## src/coreParamsPkg.sv

```systemverilog
package coreParamsPkg;

  // instructions per group at dispatch, completion and retirement
  localparam int numSuper = 2;

  // reorder buffer
  localparam int numRob = 8;
  localparam int robIdxWidth = $clog2(numRob);

  // architectural register file
  localparam int numArchRegs = 8;
  localparam int archIdxWidth = $clog2(numArchRegs);

  // physical tags, the upper half starts out free
  localparam int numPhysRegs = 16;
  localparam int physIdxWidth = $clog2(numPhysRegs);

endpackage

```

## src/instrFormatPkg.sv

```systemverilog
package instrFormatPkg;
  import coreParamsPkg::*;

  localparam int instrWidth = 16;
  localparam int opcodeWidth = 4;
  // unused low bits of the register format
  localparam int spareWidth = instrWidth - opcodeWidth - 3 * archIdxWidth;

  typedef enum logic [opcodeWidth-1:0] {
    opAdd    = 4'h0,
    opSub    = 4'h1,
    opBranch = 4'h2,
    opHalt   = 4'h3
  } opcodeT;

  // add and sub
  typedef struct packed {
    opcodeT                  opcode;
    logic [archIdxWidth-1:0] dest;
    logic [archIdxWidth-1:0] src0;
    logic [archIdxWidth-1:0] src1;
    logic [spareWidth-1:0]   spare;
  } regFormatT;

  // branch and halt, no destination register
  typedef struct packed {
    opcodeT                            opcode;
    logic [instrWidth-opcodeWidth-1:0] imm;
  } sysFormatT;

  // opcode sits in the top bits of both views
  typedef union packed {
    regFormatT regForm;
    sysFormatT sysForm;
  } instrWordT;

endpackage

```

## src/dispatchDecoder.sv

```systemverilog
`timescale 1ns/100ps

module dispatchDecoder import coreParamsPkg::*, instrFormatPkg::*; (
  input  logic                    clock,
  input  logic                    reset,
  input  logic                    inReq,
  input  instrWordT               inWord0,
  input  instrWordT               inWord1,
  output logic                    inAck,
  output logic                    decValid,
  output logic [archIdxWidth-1:0] decDest0,
  output logic [archIdxWidth-1:0] decDest1,
  output logic                    decWrites0,
  output logic                    decWrites1,
  output logic                    decHalt0,
  output logic                    decHalt1,
  input  logic                    renAccept
);

  logic capture;

  // only the register format writes a destination
  function automatic logic writesReg(instrWordT word);
    return word.regForm.opcode inside {opAdd, opSub};
  endfunction

  function automatic logic isHalt(instrWordT word);
    return word.sysForm.opcode == opHalt;
  endfunction

  // fresh request, and the decode register is empty or drains this cycle
  assign capture = inReq && !inAck && (!decValid || renAccept);

  always_ff @(posedge clock) begin
    if (reset) begin
      inAck <= 1'b0;
      decValid <= 1'b0;
    end else begin
      if (capture) begin
        inAck <= 1'b1;
      end else if (!inReq) begin
        inAck <= 1'b0;
      end
      if (capture) begin
        decValid <= 1'b1;
      end else if (renAccept) begin
        decValid <= 1'b0;
      end
    end
  end

  always_ff @(posedge clock) begin
    if (capture) begin
      decDest0 <= inWord0.regForm.dest;
      decDest1 <= inWord1.regForm.dest;
      decWrites0 <= writesReg(inWord0);
      decWrites1 <= writesReg(inWord1);
      decHalt0 <= isHalt(inWord0);
      decHalt1 <= isHalt(inWord1);
    end
  end

  // acknowledge only answers a raised request
  assert property (@(posedge clock) disable iff (reset) !inReq && !inAck |=> !inAck);

  // sender keeps the request up until it is acknowledged
  assert property (@(posedge clock) disable iff (reset) inReq && !inAck |=> inReq);

endmodule

```

## src/renameStage.sv

```systemverilog
`timescale 1ns/100ps

module renameStage import coreParamsPkg::*; (
  input  logic                                      clock,
  input  logic                                      reset,
  input  logic                                      decValid,
  input  logic [archIdxWidth-1:0]                   decDest0,
  input  logic [archIdxWidth-1:0]                   decDest1,
  input  logic                                      decWrites0,
  input  logic                                      decWrites1,
  input  logic                                      decHalt0,
  input  logic                                      decHalt1,
  output logic                                      renAccept,
  output logic                                      renValid,
  output logic [archIdxWidth-1:0]                   renDest0,
  output logic [archIdxWidth-1:0]                   renDest1,
  output logic                                      renWrites0,
  output logic                                      renWrites1,
  output logic                                      renHalt0,
  output logic                                      renHalt1,
  output logic [physIdxWidth-1:0]                   renTag0,
  output logic [physIdxWidth-1:0]                   renTag1,
  output logic [physIdxWidth-1:0]                   renTold0,
  output logic [physIdxWidth-1:0]                   renTold1,
  input  logic                                      robAccept,
  input  logic                                      freeEn0,
  input  logic                                      freeEn1,
  input  logic [physIdxWidth-1:0]                   freeTold0,
  input  logic [physIdxWidth-1:0]                   freeTold1,
  input  logic [numArchRegs-1:0][physIdxWidth-1:0] archImage,
  input  logic                                      rebuildReq
);

  logic [numArchRegs-1:0][physIdxWidth-1:0] mapTable;
  // one bit per tag, set when free
  logic [numPhysRegs-1:0] freeList;
  logic [numPhysRegs-1:0] rebuildFree;
  logic [numPhysRegs-1:0] mappedTags;
  logic [physIdxWidth-1:0] pick0;
  logic [physIdxWidth-1:0] pick1;
  logic [physIdxWidth-1:0] allocTag1;
  logic [physIdxWidth-1:0] oldTag1;
  logic found0;
  logic found1;
  logic fire;

  // two lowest free tags
  always_comb begin
    found0 = 1'b0;
    found1 = 1'b0;
    pick0 = '0;
    pick1 = '0;
    for (int t = 0; t < numPhysRegs; t++) begin
      if (freeList[t] && !found0) begin
        found0 = 1'b1;
        pick0 = physIdxWidth'(t);
      end else if (freeList[t] && !found1) begin
        found1 = 1'b1;
        pick1 = physIdxWidth'(t);
      end
    end
  end

  // a non-writing first slot leaves the lowest tag to the second
  assign allocTag1 = decWrites0 ? pick1 : pick0;
  // second slot sees the first slot's fresh mapping
  assign oldTag1 = (decWrites0 && decDest0 == decDest1) ? pick0 : mapTable[decDest1];

  assign renAccept = found0 && found1 && !rebuildReq && (!renValid || robAccept);
  assign fire = decValid && renAccept;

  // after a rebuild every tag the committed map does not name is free
  always_comb begin
    rebuildFree = '1;
    for (int r = 0; r < numArchRegs; r++) begin
      rebuildFree[archImage[r]] = 1'b0;
    end
  end

  // tags named by the speculative map
  always_comb begin
    mappedTags = '0;
    for (int r = 0; r < numArchRegs; r++) begin
      mappedTags[mapTable[r]] = 1'b1;
    end
  end

  always_ff @(posedge clock) begin
    if (reset) begin
      for (int r = 0; r < numArchRegs; r++) begin
        mapTable[r] <= physIdxWidth'(r);
      end
      freeList <= {{(numPhysRegs - numArchRegs){1'b1}}, {numArchRegs{1'b0}}};
      renValid <= 1'b0;
    end else if (rebuildReq) begin
      mapTable <= archImage;
      freeList <= rebuildFree;
      // held pair was renamed against the discarded speculative map
      renValid <= 1'b0;
    end else begin
      if (freeEn0) begin
        freeList[freeTold0] <= 1'b1;
      end
      if (freeEn1) begin
        freeList[freeTold1] <= 1'b1;
      end
      if (fire) begin
        if (decWrites0) begin
          mapTable[decDest0] <= pick0;
          freeList[pick0] <= 1'b0;
        end
        if (decWrites1) begin
          mapTable[decDest1] <= allocTag1;
          freeList[allocTag1] <= 1'b0;
        end
        renValid <= 1'b1;
      end else if (robAccept) begin
        renValid <= 1'b0;
      end
    end
  end

  always_ff @(posedge clock) begin
    if (fire) begin
      renDest0 <= decDest0;
      renDest1 <= decDest1;
      renWrites0 <= decWrites0;
      renWrites1 <= decWrites1;
      renHalt0 <= decHalt0;
      renHalt1 <= decHalt1;
      renTag0 <= pick0;
      renTag1 <= allocTag1;
      renTold0 <= mapTable[decDest0];
      renTold1 <= oldTag1;
    end
  end

  // a tag the speculative map still names is never handed out again
  assert property (@(posedge clock) disable iff (reset)
    fire |-> !(decWrites0 && mappedTags[pick0]) && !(decWrites1 && mappedTags[allocTag1]));

  // retirement only hands back tags that are still busy
  assert property (@(posedge clock) disable iff (reset) freeEn0 |-> !freeList[freeTold0]);

endmodule

```

## src/reorderBuffer.sv

```systemverilog
`timescale 1ns/100ps

module reorderBuffer import coreParamsPkg::*; (
  input  logic                    clock,
  input  logic                    reset,
  input  logic                    renValid,
  input  logic [archIdxWidth-1:0] renDest0,
  input  logic [archIdxWidth-1:0] renDest1,
  input  logic                    renWrites0,
  input  logic                    renWrites1,
  input  logic                    renHalt0,
  input  logic                    renHalt1,
  input  logic [physIdxWidth-1:0] renTag0,
  input  logic [physIdxWidth-1:0] renTag1,
  input  logic [physIdxWidth-1:0] renTold0,
  input  logic [physIdxWidth-1:0] renTold1,
  output logic                    robAccept,
  input  logic [numSuper-1:0]     completeEn,
  input  logic [robIdxWidth-1:0]  completeIdx0,
  input  logic [robIdxWidth-1:0]  completeIdx1,
  input  logic                    rollbackEn,
  input  logic [robIdxWidth-1:0]  rollbackIdx,
  output logic                    dispatchFire,
  output logic [robIdxWidth-1:0]  dispatchIdx0,
  output logic [robIdxWidth-1:0]  dispatchIdx1,
  output logic [numSuper-1:0]     retireEn,
  output logic [archIdxWidth-1:0] retireDest0,
  output logic [archIdxWidth-1:0] retireDest1,
  output logic [physIdxWidth-1:0] retireTag0,
  output logic [physIdxWidth-1:0] retireTag1,
  output logic [physIdxWidth-1:0] retireTold0,
  output logic [physIdxWidth-1:0] retireTold1,
  output logic                    retireWrites0,
  output logic                    retireWrites1,
  output logic                    haltOut,
  output logic                    rebuildReq
);

  logic [numRob-1:0] entryValid;
  logic [numRob-1:0] entryComplete;
  logic [numRob-1:0] entryHalt;
  logic [numRob-1:0] entryWrites;
  logic [numRob-1:0] flushMask;
  logic [archIdxWidth-1:0] entryDest [numRob];
  logic [physIdxWidth-1:0] entryTag [numRob];
  logic [physIdxWidth-1:0] entryTold [numRob];
  logic [robIdxWidth-1:0] entryOffset [numRob];
  logic [robIdxWidth-1:0] head;
  logic [robIdxWidth-1:0] tail;
  logic [robIdxWidth-1:0] headPlusOne;
  logic [robIdxWidth-1:0] branchIdx;
  logic [robIdxWidth-1:0] branchOffset;
  logic [robIdxWidth:0] count;
  logic [robIdxWidth:0] retireCount;
  logic stalled;
  logic mispredict;

  assign headPlusOne = head + 1'b1;
  assign mispredict = rollbackEn && entryValid[rollbackIdx];

  // age relative to the head decides which entries are younger than the branch
  assign branchOffset = rollbackIdx - head;
  always_comb begin
    for (int i = 0; i < numRob; i++) begin
      entryOffset[i] = robIdxWidth'(i) - head;
      flushMask[i] = entryValid[i] && (entryOffset[i] > branchOffset);
    end
  end

  // retire completed entries in order from the head
  assign retireEn[0] = entryValid[head] && entryComplete[head];
  // a mispredicted branch at the head keeps its successor from retiring
  assign retireEn[1] = retireEn[0] && entryValid[headPlusOne] && entryComplete[headPlusOne]
                       && !(mispredict && rollbackIdx == head);
  assign retireCount = (robIdxWidth + 1)'(retireEn[0]) + (robIdxWidth + 1)'(retireEn[1]);

  assign retireDest0 = entryDest[head];
  assign retireDest1 = entryDest[headPlusOne];
  assign retireTag0 = entryTag[head];
  assign retireTag1 = entryTag[headPlusOne];
  assign retireTold0 = entryTold[head];
  assign retireTold1 = entryTold[headPlusOne];
  assign retireWrites0 = entryWrites[head];
  assign retireWrites1 = entryWrites[headPlusOne];
  assign haltOut = (retireEn[0] && entryHalt[head]) || (retireEn[1] && entryHalt[headPlusOne]);

  // two slots free once this cycle's retirements leave
  assign robAccept = !stalled && !mispredict
                     && (count - retireCount <= (robIdxWidth + 1)'(numRob - numSuper));
  assign dispatchFire = renValid && robAccept;
  assign dispatchIdx0 = tail;
  assign dispatchIdx1 = tail + 1'b1;

  // stall ends once the branch has left the head
  assign rebuildReq = stalled && !entryValid[branchIdx];

  always_ff @(posedge clock) begin
    if (reset) begin
      entryValid <= '0;
      entryComplete <= '0;
      head <= '0;
      tail <= '0;
      count <= '0;
      stalled <= 1'b0;
    end else begin
      if (completeEn[0]) begin
        entryComplete[completeIdx0] <= 1'b1;
      end
      if (completeEn[1]) begin
        entryComplete[completeIdx1] <= 1'b1;
      end
      if (retireEn[0]) begin
        entryValid[head] <= 1'b0;
      end
      if (retireEn[1]) begin
        entryValid[headPlusOne] <= 1'b0;
      end
      head <= head + retireCount[robIdxWidth-1:0];
      count <= count - retireCount;
      // dispatch after retire so a freed head slot can be refilled
      if (dispatchFire) begin
        entryValid[dispatchIdx0] <= 1'b1;
        entryValid[dispatchIdx1] <= 1'b1;
        entryComplete[dispatchIdx0] <= 1'b0;
        entryComplete[dispatchIdx1] <= 1'b0;
        tail <= tail + robIdxWidth'(numSuper);
        count <= count + (robIdxWidth + 1)'(numSuper) - retireCount;
      end
      if (mispredict) begin
        entryValid <= entryValid & ~flushMask;
        if (retireEn[0]) begin
          entryValid[head] <= 1'b0;
        end
        if (retireEn[1]) begin
          entryValid[headPlusOne] <= 1'b0;
        end
        tail <= rollbackIdx + 1'b1;
        count <= {1'b0, branchOffset} + 1'b1 - retireCount;
        stalled <= 1'b1;
      end else if (rebuildReq) begin
        stalled <= 1'b0;
      end
    end
  end

  always_ff @(posedge clock) begin
    if (dispatchFire) begin
      entryDest[dispatchIdx0] <= renDest0;
      entryDest[dispatchIdx1] <= renDest1;
      entryTag[dispatchIdx0] <= renTag0;
      entryTag[dispatchIdx1] <= renTag1;
      entryTold[dispatchIdx0] <= renTold0;
      entryTold[dispatchIdx1] <= renTold1;
      entryWrites[dispatchIdx0] <= renWrites0;
      entryWrites[dispatchIdx1] <= renWrites1;
      entryHalt[dispatchIdx0] <= renHalt0;
      entryHalt[dispatchIdx1] <= renHalt1;
    end
    if (mispredict) begin
      branchIdx <= rollbackIdx;
    end
  end

  // the second slot never retires alone
  assert property (@(posedge clock) disable iff (reset) retireEn[1] |-> retireEn[0]);

  // rebuild starts from an empty buffer
  assert property (@(posedge clock) disable iff (reset) rebuildReq |-> count == '0);

endmodule

```

## src/archMapTable.sv

```systemverilog
`timescale 1ns/100ps

module archMapTable import coreParamsPkg::*; (
  input  logic                                      clock,
  input  logic                                      reset,
  input  logic [numSuper-1:0]                       retireEn,
  input  logic [archIdxWidth-1:0]                   retireDest0,
  input  logic [archIdxWidth-1:0]                   retireDest1,
  input  logic [physIdxWidth-1:0]                   retireTag0,
  input  logic [physIdxWidth-1:0]                   retireTag1,
  input  logic                                      retireWrites0,
  input  logic                                      retireWrites1,
  output logic                                      freeEn0,
  output logic                                      freeEn1,
  output logic [physIdxWidth-1:0]                   freeTold0,
  output logic [physIdxWidth-1:0]                   freeTold1,
  output logic [numArchRegs-1:0][physIdxWidth-1:0] archImage,
  input  logic [physIdxWidth-1:0]                   retireTold0,
  input  logic [physIdxWidth-1:0]                   retireTold1
);

  logic commit0;
  logic commit1;

  assign commit0 = retireEn[0] && retireWrites0;
  assign commit1 = retireEn[1] && retireWrites1;

  // slot 1 is younger, so it is written last and wins on the same register
  always_ff @(posedge clock) begin
    if (reset) begin
      for (int r = 0; r < numArchRegs; r++) begin
        archImage[r] <= physIdxWidth'(r);
      end
    end else begin
      if (commit0) begin
        archImage[retireDest0] <= retireTag0;
      end
      if (commit1) begin
        archImage[retireDest1] <= retireTag1;
      end
    end
  end

  // displaced tags go back to the free list on the retiring edge
  assign freeEn0 = commit0;
  assign freeEn1 = commit1;
  assign freeTold0 = retireTold0;
  assign freeTold1 = retireTold1;

endmodule

```

## src/renameRetireTop.sv

```systemverilog
`timescale 1ns/100ps

module renameRetireTop import coreParamsPkg::*, instrFormatPkg::*; (
  input  logic                    clock,
  input  logic                    reset,
  input  logic                    inReq,
  input  instrWordT               inWord0,
  input  instrWordT               inWord1,
  output logic                    inAck,
  input  logic [numSuper-1:0]     completeEn,
  input  logic [robIdxWidth-1:0]  completeIdx0,
  input  logic [robIdxWidth-1:0]  completeIdx1,
  input  logic                    rollbackEn,
  input  logic [robIdxWidth-1:0]  rollbackIdx,
  output logic                    dispatchFire,
  output logic [robIdxWidth-1:0]  dispatchIdx0,
  output logic [robIdxWidth-1:0]  dispatchIdx1,
  output logic [numSuper-1:0]     retireEn,
  output logic [archIdxWidth-1:0] retireDest0,
  output logic [archIdxWidth-1:0] retireDest1,
  output logic [physIdxWidth-1:0] retireTag0,
  output logic [physIdxWidth-1:0] retireTag1,
  output logic [physIdxWidth-1:0] retireTold0,
  output logic [physIdxWidth-1:0] retireTold1,
  output logic                    retireWrites0,
  output logic                    retireWrites1,
  output logic                    haltOut
);

  // decode to rename
  logic decValid;
  logic [archIdxWidth-1:0] decDest0;
  logic [archIdxWidth-1:0] decDest1;
  logic decWrites0;
  logic decWrites1;
  logic decHalt0;
  logic decHalt1;
  logic renAccept;

  // rename to ROB
  logic renValid;
  logic [archIdxWidth-1:0] renDest0;
  logic [archIdxWidth-1:0] renDest1;
  logic renWrites0;
  logic renWrites1;
  logic renHalt0;
  logic renHalt1;
  logic [physIdxWidth-1:0] renTag0;
  logic [physIdxWidth-1:0] renTag1;
  logic [physIdxWidth-1:0] renTold0;
  logic [physIdxWidth-1:0] renTold1;
  logic robAccept;

  // committed state back to rename
  logic freeEn0;
  logic freeEn1;
  logic [physIdxWidth-1:0] freeTold0;
  logic [physIdxWidth-1:0] freeTold1;
  logic [numArchRegs-1:0][physIdxWidth-1:0] archImage;
  logic rebuildReq;

  dispatchDecoder decoder (.*);

  renameStage rename (.*);

  reorderBuffer rob (.*);

  archMapTable archMap (.*);

endmodule

```

## config.mk

```make
export PLATFORM = sky130hd
export DESIGN_NAME = renameRetireTop
export DESIGN_NICKNAME = d
export VERILOG_FILES = /design/src/coreParamsPkg.sv /design/src/instrFormatPkg.sv /design/src/dispatchDecoder.sv /design/src/renameStage.sv /design/src/reorderBuffer.sv /design/src/archMapTable.sv /design/src/renameRetireTop.sv
export SDC_FILE = /design/constraint.sdc
export NUM_CORES = 1
export LEC_CHECK = 0
export BUFFER_PORTS_ARGS = -buffer_cell sky130_fd_sc_hd__clkbuf_2
export CORE_MARGIN = 5
export CORE_UTILIZATION = 57
export CTS_BUF_LIST = sky130_fd_sc_hd__clkbuf_16
export DETAILED_ROUTE_END_ITERATION = 12
export MAX_ROUTING_LAYER = met4
export PLACE_DENSITY_LB_ADDON = 0.08
export SLEW_MARGIN = 20
export SYNTH_ARGS = -nofsm -noshare
export SYNTH_HDL_FRONTEND = slang
export SYNTH_SLANG_ARGS = --single-unit
```

## constraint.sdc

```tcl
create_clock -name clock -period 6.4 [get_ports clock]
set_input_delay 0.96 -clock clock [delete_from_list [all_inputs] [get_ports clock]]
set_output_delay 0.96 -clock clock [all_outputs]
set_load 0.01 [all_outputs]
```

# Yosys cells after proc, flatten, opt, wreduce, memory -nomap -nowiden
# Memory sizes are Yosys's and may differ from the RTL's. A register that Yosys moved wholly into a read port is not among the register bits.
# Index checks and enable logic that the tools add are counted.
# Widths: inputs -> output; s select.
# word_totals
in_bits,47
ff_bits,165
memories,3
mem_bits_rw,88
elab_cells,521
out_inout_bits,35
# mem_list
memory,depth,width,read_ports,rd_clocked_by_memory_dff,wr,line_no,rtl
rob.entryTag,8,4,2,1,2,reorderBuffer.sv:45,logic [physIdxWidth-1:0] entryTag [numRob];
rob.entryTold,8,4,2,1,2,reorderBuffer.sv:46,logic [physIdxWidth-1:0] entryTold [numRob];
rob.entryDest,8,3,2,1,2,reorderBuffer.sv:44,logic [archIdxWidth-1:0] entryDest [numRob];
# op_classes
order_cmp,55
reduce_logical,130
addsub,20
mux,224
eq_ne,7
bitwise_logic,37
# ops
operator,n
$mux 32,10
$mux 16,13
$mux 4,47
$not 16->16,10
$and 16x16->16,9
$bwmux 32,4
$mux 8,15
$mux 1,86
$logic_and 1x1->1,80
$lt 4x5->1 const B,12
$and 8x8->8,7
$demux 1 s4,12
$demux 4 s3,4
$ge 4x1->1 const B,12
$lt 3x4->1 const B,12
$not 8->8,5
$logic_not 1->1,37
$bwmux 8,4
$or 16x16->16,2
$or 8x8->8,4
$bmux 1 s3,10
$ge 3x1->1 const B,10
$mux 3,9
$bmux 4 s3,2
23 further kinds,57

# Longest topological paths before layout
# logic_depth
word_depth,71
ltp_mapped,25
mapped_depth_nobuf,20

# Modules after synthesis
# A second synthesis with hierarchy kept.
# unflattened
hier_cells,1764
area_unflattened_um2,17227.8
# modules_own_cells
module,area_per_inst_um2,seq_area_each_um2,cells_per_inst,n_inst
reorderBuffer,8834.7,3753.6,755,1
renameStage,6199.7,1761.7,768,1
archMapTable,1780.5,640.6,217,1
dispatchDecoder,412.9,340.3,24,1

# Worst setup path after synthesis
# No wires, ideal clock.
# synth_path
path_kind,register to register
from,register rob.head[0]
to,register rename.mapTable[3] (netlist bit)
setup_time_ns,0.070
stages_incl_launch_ff,24
arrival_ns,6.285
required_time_ns,6.330
n_path_buf,5
setup_slack_ns,0.045
synth_period_minus_slack_ns,6.355
cell_sequence,dfxtp_1 -> inv_2 -> buf_1 -> clkbuf_1 -> ha_1 -> buf_2 -> buf_2 -> nor2_1 -> a32oi_1 -> mux2_2 -> nand4_2 -> inv_1 -> ha_1 -> ha_1 -> inv_1 -> fa_1 -> and3b_1 -> nor4_1 -> a21boi_0 -> a2111o_2 -> inv_2 -> clkbuf_1 -> o21ai_0 -> a21oi_1
# synth_via
elab_chain_cells,14
elab_cells_between_ends,24
cone_classes,3 x add/sub; 1 x order compare; 1 x eq/ne; 8 x mux; 11 x reduce/logical
# synth_rtl
item,line_no,rtl
"start, declared",reorderBuffer.sv:48,logic [robIdxWidth-1:0] head;
"start signal, assigned",reorderBuffer.sv:118,head <= head + retireCount[robIdxWidth-1:0];
$add 3x1->3 / $bmux 1 s3 (equally long branches),"reorderBuffer.sv:58, reorderBuffer.sv:71",
$bmux 1 s3 / $mux 1 (equally long branches),"reorderBuffer.sv:73, reorderBuffer.sv:71",
$mux 1 (not written as such) / $logic_and 1x1->1 (equally long branches),"reorderBuffer.sv:73, reorderBuffer.sv:71",
$logic_and 1x1->1 (2 in series),reorderBuffer.sv:73,assign retireEn[1] = retireEn[0] && entryValid[headPlusOne] && entryComplete[headPlusOne]
$logic_and 1x1->1 (*),reorderBuffer.sv:74,&& !(mispredict && rollbackIdx == head);
via retireEn[1],renameRetireTop.sv:18,"output logic [numSuper-1:0] retireEn,"
$add 1x1->2 (*),reorderBuffer.sv:75,assign retireCount = (robIdxWidth + 1)'(retireEn[0]) + (robIdxWidth + 1)'(retireEn[1]);
$sub 4x4->4 (*),reorderBuffer.sv:89,&& (count - retireCount <= (robIdxWidth + 1)'(numRob - numSuper));
$le 4x3->1 (*),reorderBuffer.sv:89,
$logic_and 1x1->1 (*),reorderBuffer.sv:89,
$logic_or 1x1->1 (*),renameStage.sv:69,assign renAccept = found0 && found1 && !rebuildReq && (!renValid || robAccept);
$logic_and 1x1->1 (*),renameStage.sv:69,
$logic_and 1x1->1 (*),renameStage.sv:70,assign fire = decValid && renAccept;
via rename.fire,renameStage.sv:45,logic fire;
$reduce_bool 2->1 (no source line) (*),n/a,
"end signal, assigned by index",renameStage.sv:91,mapTable[r] <= physIdxWidth'(r);
"end signal, assigned",renameStage.sv:96,mapTable <= archImage;
"end signal, assigned by index",renameStage.sv:109,mapTable[decDest0] <= pick0;
"end, declared",renameStage.sv:34,logic [numArchRegs-1:0][physIdxWidth-1:0] mapTable;
# The timed path passes the listed nets; every way through them passes the cells marked *. The select of a mux whose other input is x is not followed.
# A chain may end at the register's enable or synchronous reset.

# Worst setup path after layout
# layout_path
from,register rob.head[0]
to,output dispatchFire
# layout_via
elab_chain_cells,11
elab_cells_between_ends,21
cone_classes,3 x add/sub; 1 x order compare; 1 x eq/ne; 8 x mux; 8 x reduce/logical
# layout_rtl
item,line_no,rtl
$add 3x1->3 / $bmux 1 s3 (equally long branches),"reorderBuffer.sv:58, reorderBuffer.sv:71",
$bmux 1 s3 / $mux 1 (equally long branches),"reorderBuffer.sv:73, reorderBuffer.sv:71",
$mux 1 (not written as such) / $logic_and 1x1->1 (equally long branches),"reorderBuffer.sv:73, reorderBuffer.sv:71",
$logic_and 1x1->1 (2 in series),reorderBuffer.sv:73,
$logic_and 1x1->1,reorderBuffer.sv:74,
$add 1x1->2 (*),reorderBuffer.sv:75,
$sub 4x4->4 (*),reorderBuffer.sv:89,
$le 4x3->1 (*),reorderBuffer.sv:89,
$logic_and 1x1->1 (*),reorderBuffer.sv:89,
$logic_and 1x1->1 (*),reorderBuffer.sv:90,assign dispatchFire = renValid && robAccept;
"end, declared",renameRetireTop.sv:15,"output logic dispatchFire,"
# Every way passes the cells marked *; elsewhere a longest branch is shown, timed or not. The select of a mux whose other input is x is not followed.

==> run_results.csv <==
group,metric,value,unit
timing,finalCritPeriodShare,96.08,%
floorplan,ioPinCount,82,
pwr,pwr-share-seq,45.4,%
timing,finalSetupViolCount,0,
clocking,cts.htree.levels,1,
timing,clock_skew,21.07,ps
critical_path,cp_max_fo,9,
detailed_routing,via_per_inst,7.083,
critical_path,cp_slowest_stage_delay,430,ps
floorplan,num_rows,63,
synthesis,async_flop_share,0,%
critical_path,required,5440,ps
synthesis,synthesis.nets,1842,
detailed_routing,drtIter0Drc,2120,
synthesis,synth.avg_cell_area,9.883,µm²
floorplan,fp.coreArea,29800,µm²
timing,slew_viol_final,0,
timing,setup_tns,0,ps
clocking,cts.repair_timing.setup_buffer_count,0,
status,status,"complete, no violations",
synthesis,synth-seq-cells,253,
critical_path,path_class,"register to primary output",
synthesis,syn-cell-area,17330,µm²
clocking,numCtsBuffers,29,
placed_design,gp_congestion,1.002,
placed_design,dp_hpwl,41060,µm
final_layout,drive_gt1_share,21.29,%
global_routing,grt.overflow.total,0,
detailed_routing,drc,0,
global_routing,antenna_found_initial,2,
run,max-cap-violations,0,
final_layout,syn_to_final_growth,9.071,%
detailed_routing,firstDrtPassIters,6,
synthesis,yosysSeqAreaShare,37.50,%
timing,worst_slew_pin_slew,1152,ps
final_layout,register_area,6499,µm²
pwr,sw_frac_of_total,25.90,%
global_routing,track_usage,35.43,%
pwr,p_comb_share,10.4,%
clocking,clockBufferDepth,3,
pwr,powerDensity,212.1,nW/µm²
timing,max_freq,162.6,MHz
clocking,cts_hold_buf,0,
floorplan,die_w,184.3,µm
pwr,power_leakage,6.578,nW
pwr,p_clk_share,44.2,%
synthesis,ys_warn_count,0,
synthesis,yosysUniqueCellTypes,95,
detailed_routing,ant_nets,0,
timing,rsz0062_at_grt,"false",
detailed_routing,wl_per_cell,27.45,µm
floorplan,fp.dieH,184.3,µm
final_layout,multi_input_area,10040,µm²
final_layout,nFillCells,2444,
floorplan,dieArea,33980,µm²
global_routing,grt_pass1_vias,14540,
critical_path,cpMostUsedCell,"ha_1",
timing,relSlewSlack,22.60,%
placed_design,placed_cell_area,17880,µm²
clocking,cts_resized,0,
critical_path,crit_path_top_delay_cell,"dfxtp_2",
final_layout,layout.nets,1846,
global_routing,grt_pass1_wl,89910,µm
floorplan,start_util,58.15,%
critical_path,start_kind,"register",
synthesis,synth_edf_count,143,
clocking,clkSinkCount,253,
pwr,p_int,2.970,mW
clocking,path_clk_slew,60,ps
detailed_routing,vias,15380,
final_layout,final_area,18900,µm²
clocking,insertion_delay,580,ps
critical_path,cp-end-kind,"primary output",
timing,period_minus_slack,6149,ps
global_routing,grt_max_degree,76,
detailed_routing,wl,59600,µm
critical_path,cp_data_arrival_time,5190,ps
synthesis,ys.flop_type,"edfxtp_1",
final_layout,fin_util,63.42,%
pwr,power.switching,1.038,mW
pwr,ir_drop,310.7,µV
clocking,cts_tree,"done",
critical_path,path_cells,"inv_2 -> ha_1 -> nor2b_1 -> a32oi_1 -> mux2_2 -> nand4_2 -> inv_1 -> ha_1 -> ha_1 -> inv_1 -> fa_1 -> xnor2_1 -> and3b_1 -> nor4_1 -> nand3_1 -> inv_2 -> clkbuf_2",
hold_path,hp-class,"register to register",
timing,finalHoldViolCount,0,
placed_design,place.port_buffers,63,
synthesis,syn_inst,1753,
clocking,root_buffer,"clkbuf_16",
-- critical path, delay by kind of cell (launching register included) --
| family | cells | cell delay [ps] |
|---|---|---|
| simple gates | 5 | 1370 |
| flops | 1 | 430 |
| buf+inv | 5 | 890 |
| fa+ha+maj | 4 | 1370 |
| mux | 1 | 310 |
| compound gates | 1 | 100 |
| xor+xnor | 1 | 150 |
-- state kept, by name, summed over array words and instances, names as in the netlist, 8 cells and up --
| signal | cells |
|---|---|
| rob.entryTag | 32 |
| rename.mapTable | 32 |
| rob.entryDest | 24 |
| rob.entryTold | 32 |
| rob.entryHalt | 8 |
| rob.entryComplete | 8 |
| rename.freeList | 16 |
| rob.entryWrites | 8 |
| rob.entryValid | 8 |
| archMap.archImage | 32 |
-- Yosys cell counts (46+ instances only) --
library cell,number,share of area [%]
nand2_1,147,3.2
edfxtp_1,143,25
nor2_1,135,2.9
mux2_2,124,8.1
dfxtp_1,110,13
clkbuf_1,94,2.0
a21oi_1,88,2.5
nor3_1,87,2.5
mux4_2,68,8.8
inv_1,59,1.3
mux2i_1,58,3.4
nand3_1,54,1.6
o21ai_0,53,1.5
nand2b_1,46,1.7
-- placed cells by master (no fill, tap or decap), types with 25 or more instances in the layout --
master	Yosys	layout
o21ai_0	53	53
nor4_1	25	25
ha_1	37	37
a221oi_1	25	25
mux2_2	124	124
nand2b_1	46	46
dfxtp_1	110	108
a21oi_1	88	88
mux4_2	68	68
edfxtp_1	143	143
nor2_1	135	135
buf_4	2	40
mux2i_1	58	58
clkbuf_2	1	62
inv_1	59	62
nand3_1	54	54
nand2_1	147	147
nor3_1	87	87
clkbuf_16	0	30
o22ai_1	33	33
-- metal layers --
layer | routed length [µm] | track usage [%]
met5 | 0 | -
met1 | 23730 | 47.90
met3 | 6404 | 6.750
met4 | 2270 | 11.74
met2 | 27200 | 54.16
-- cell type report --
type | instances | share of cell area, %
antenna | 1 | 0.01324
clock buffer | 30 | 3.973
clock inverter | 24 | 1.364
inverter | 67 | 1.331
multi-input combinational | 1304 | 53.12
sequential | 253 | 34.39
tap | 390 | 2.582
timing repair buffer | 102 | 3.231
-- worst paths after layout --
check / end / cells past startpoint / startpoint / slack (ps)
min: rename.mapTable[15] / 2 / rename.mapTable[15] / 490
max: dispatchFire / 17 / rob.head[0] / 250
min reg2reg: rename.mapTable[15] / 2 / rename.mapTable[15] / 490
max reg2reg: rob.entryTag[5][1] / 19 / rob.head[0] / 650
-- power by group through the flow --
stage / clock (mW) / combinational, mW / sequential (mW)
floorplan: 0 / 0.287 / 1.82
global placement: 0 / 0.396 / 1.85
detailed placement: 0 / 0.404 / 1.85
CTS: 1.78 / 0.405 / 1.82
global route: 1.85 / 0.444 / 1.83
finish: 1.77 / 0.415 / 1.82
-- cells by family (layout without fill, tap and decap cells) --
kind of cell | count (synthesis) | count (layout) | share of synthesized area [%]
buf+inv | 196 | 223 | 4.643
compound gates | 387 | 387 | 15.52
fa+ha+maj | 47 | 47 | 3.560
simple gates | 598 | 598 | 17.38
other cells | 0 | 1 | 0
mux | 250 | 250 | 20.25
xor+xnor | 22 | 22 | 1.156
flops | 253 | 253 | 37.50
-- stage by stage --
step	hold WS (ps)	setup WS, ps	instances	total power [mW]
2_1_floorplan	400.3	44.64	1753	2.109
3_3_place_gp	470.9	339.7	2116	2.248
3_5_place_dp	477.7	252.7	2116	2.258
4_1_cts	490.7	318.7	2170	4.008
5_1_grt	506.0	70.91	2171	4.124
6_report	487.2	251.1	2171	4.009
No activity file was read; power rests on OpenSTA's default activity.
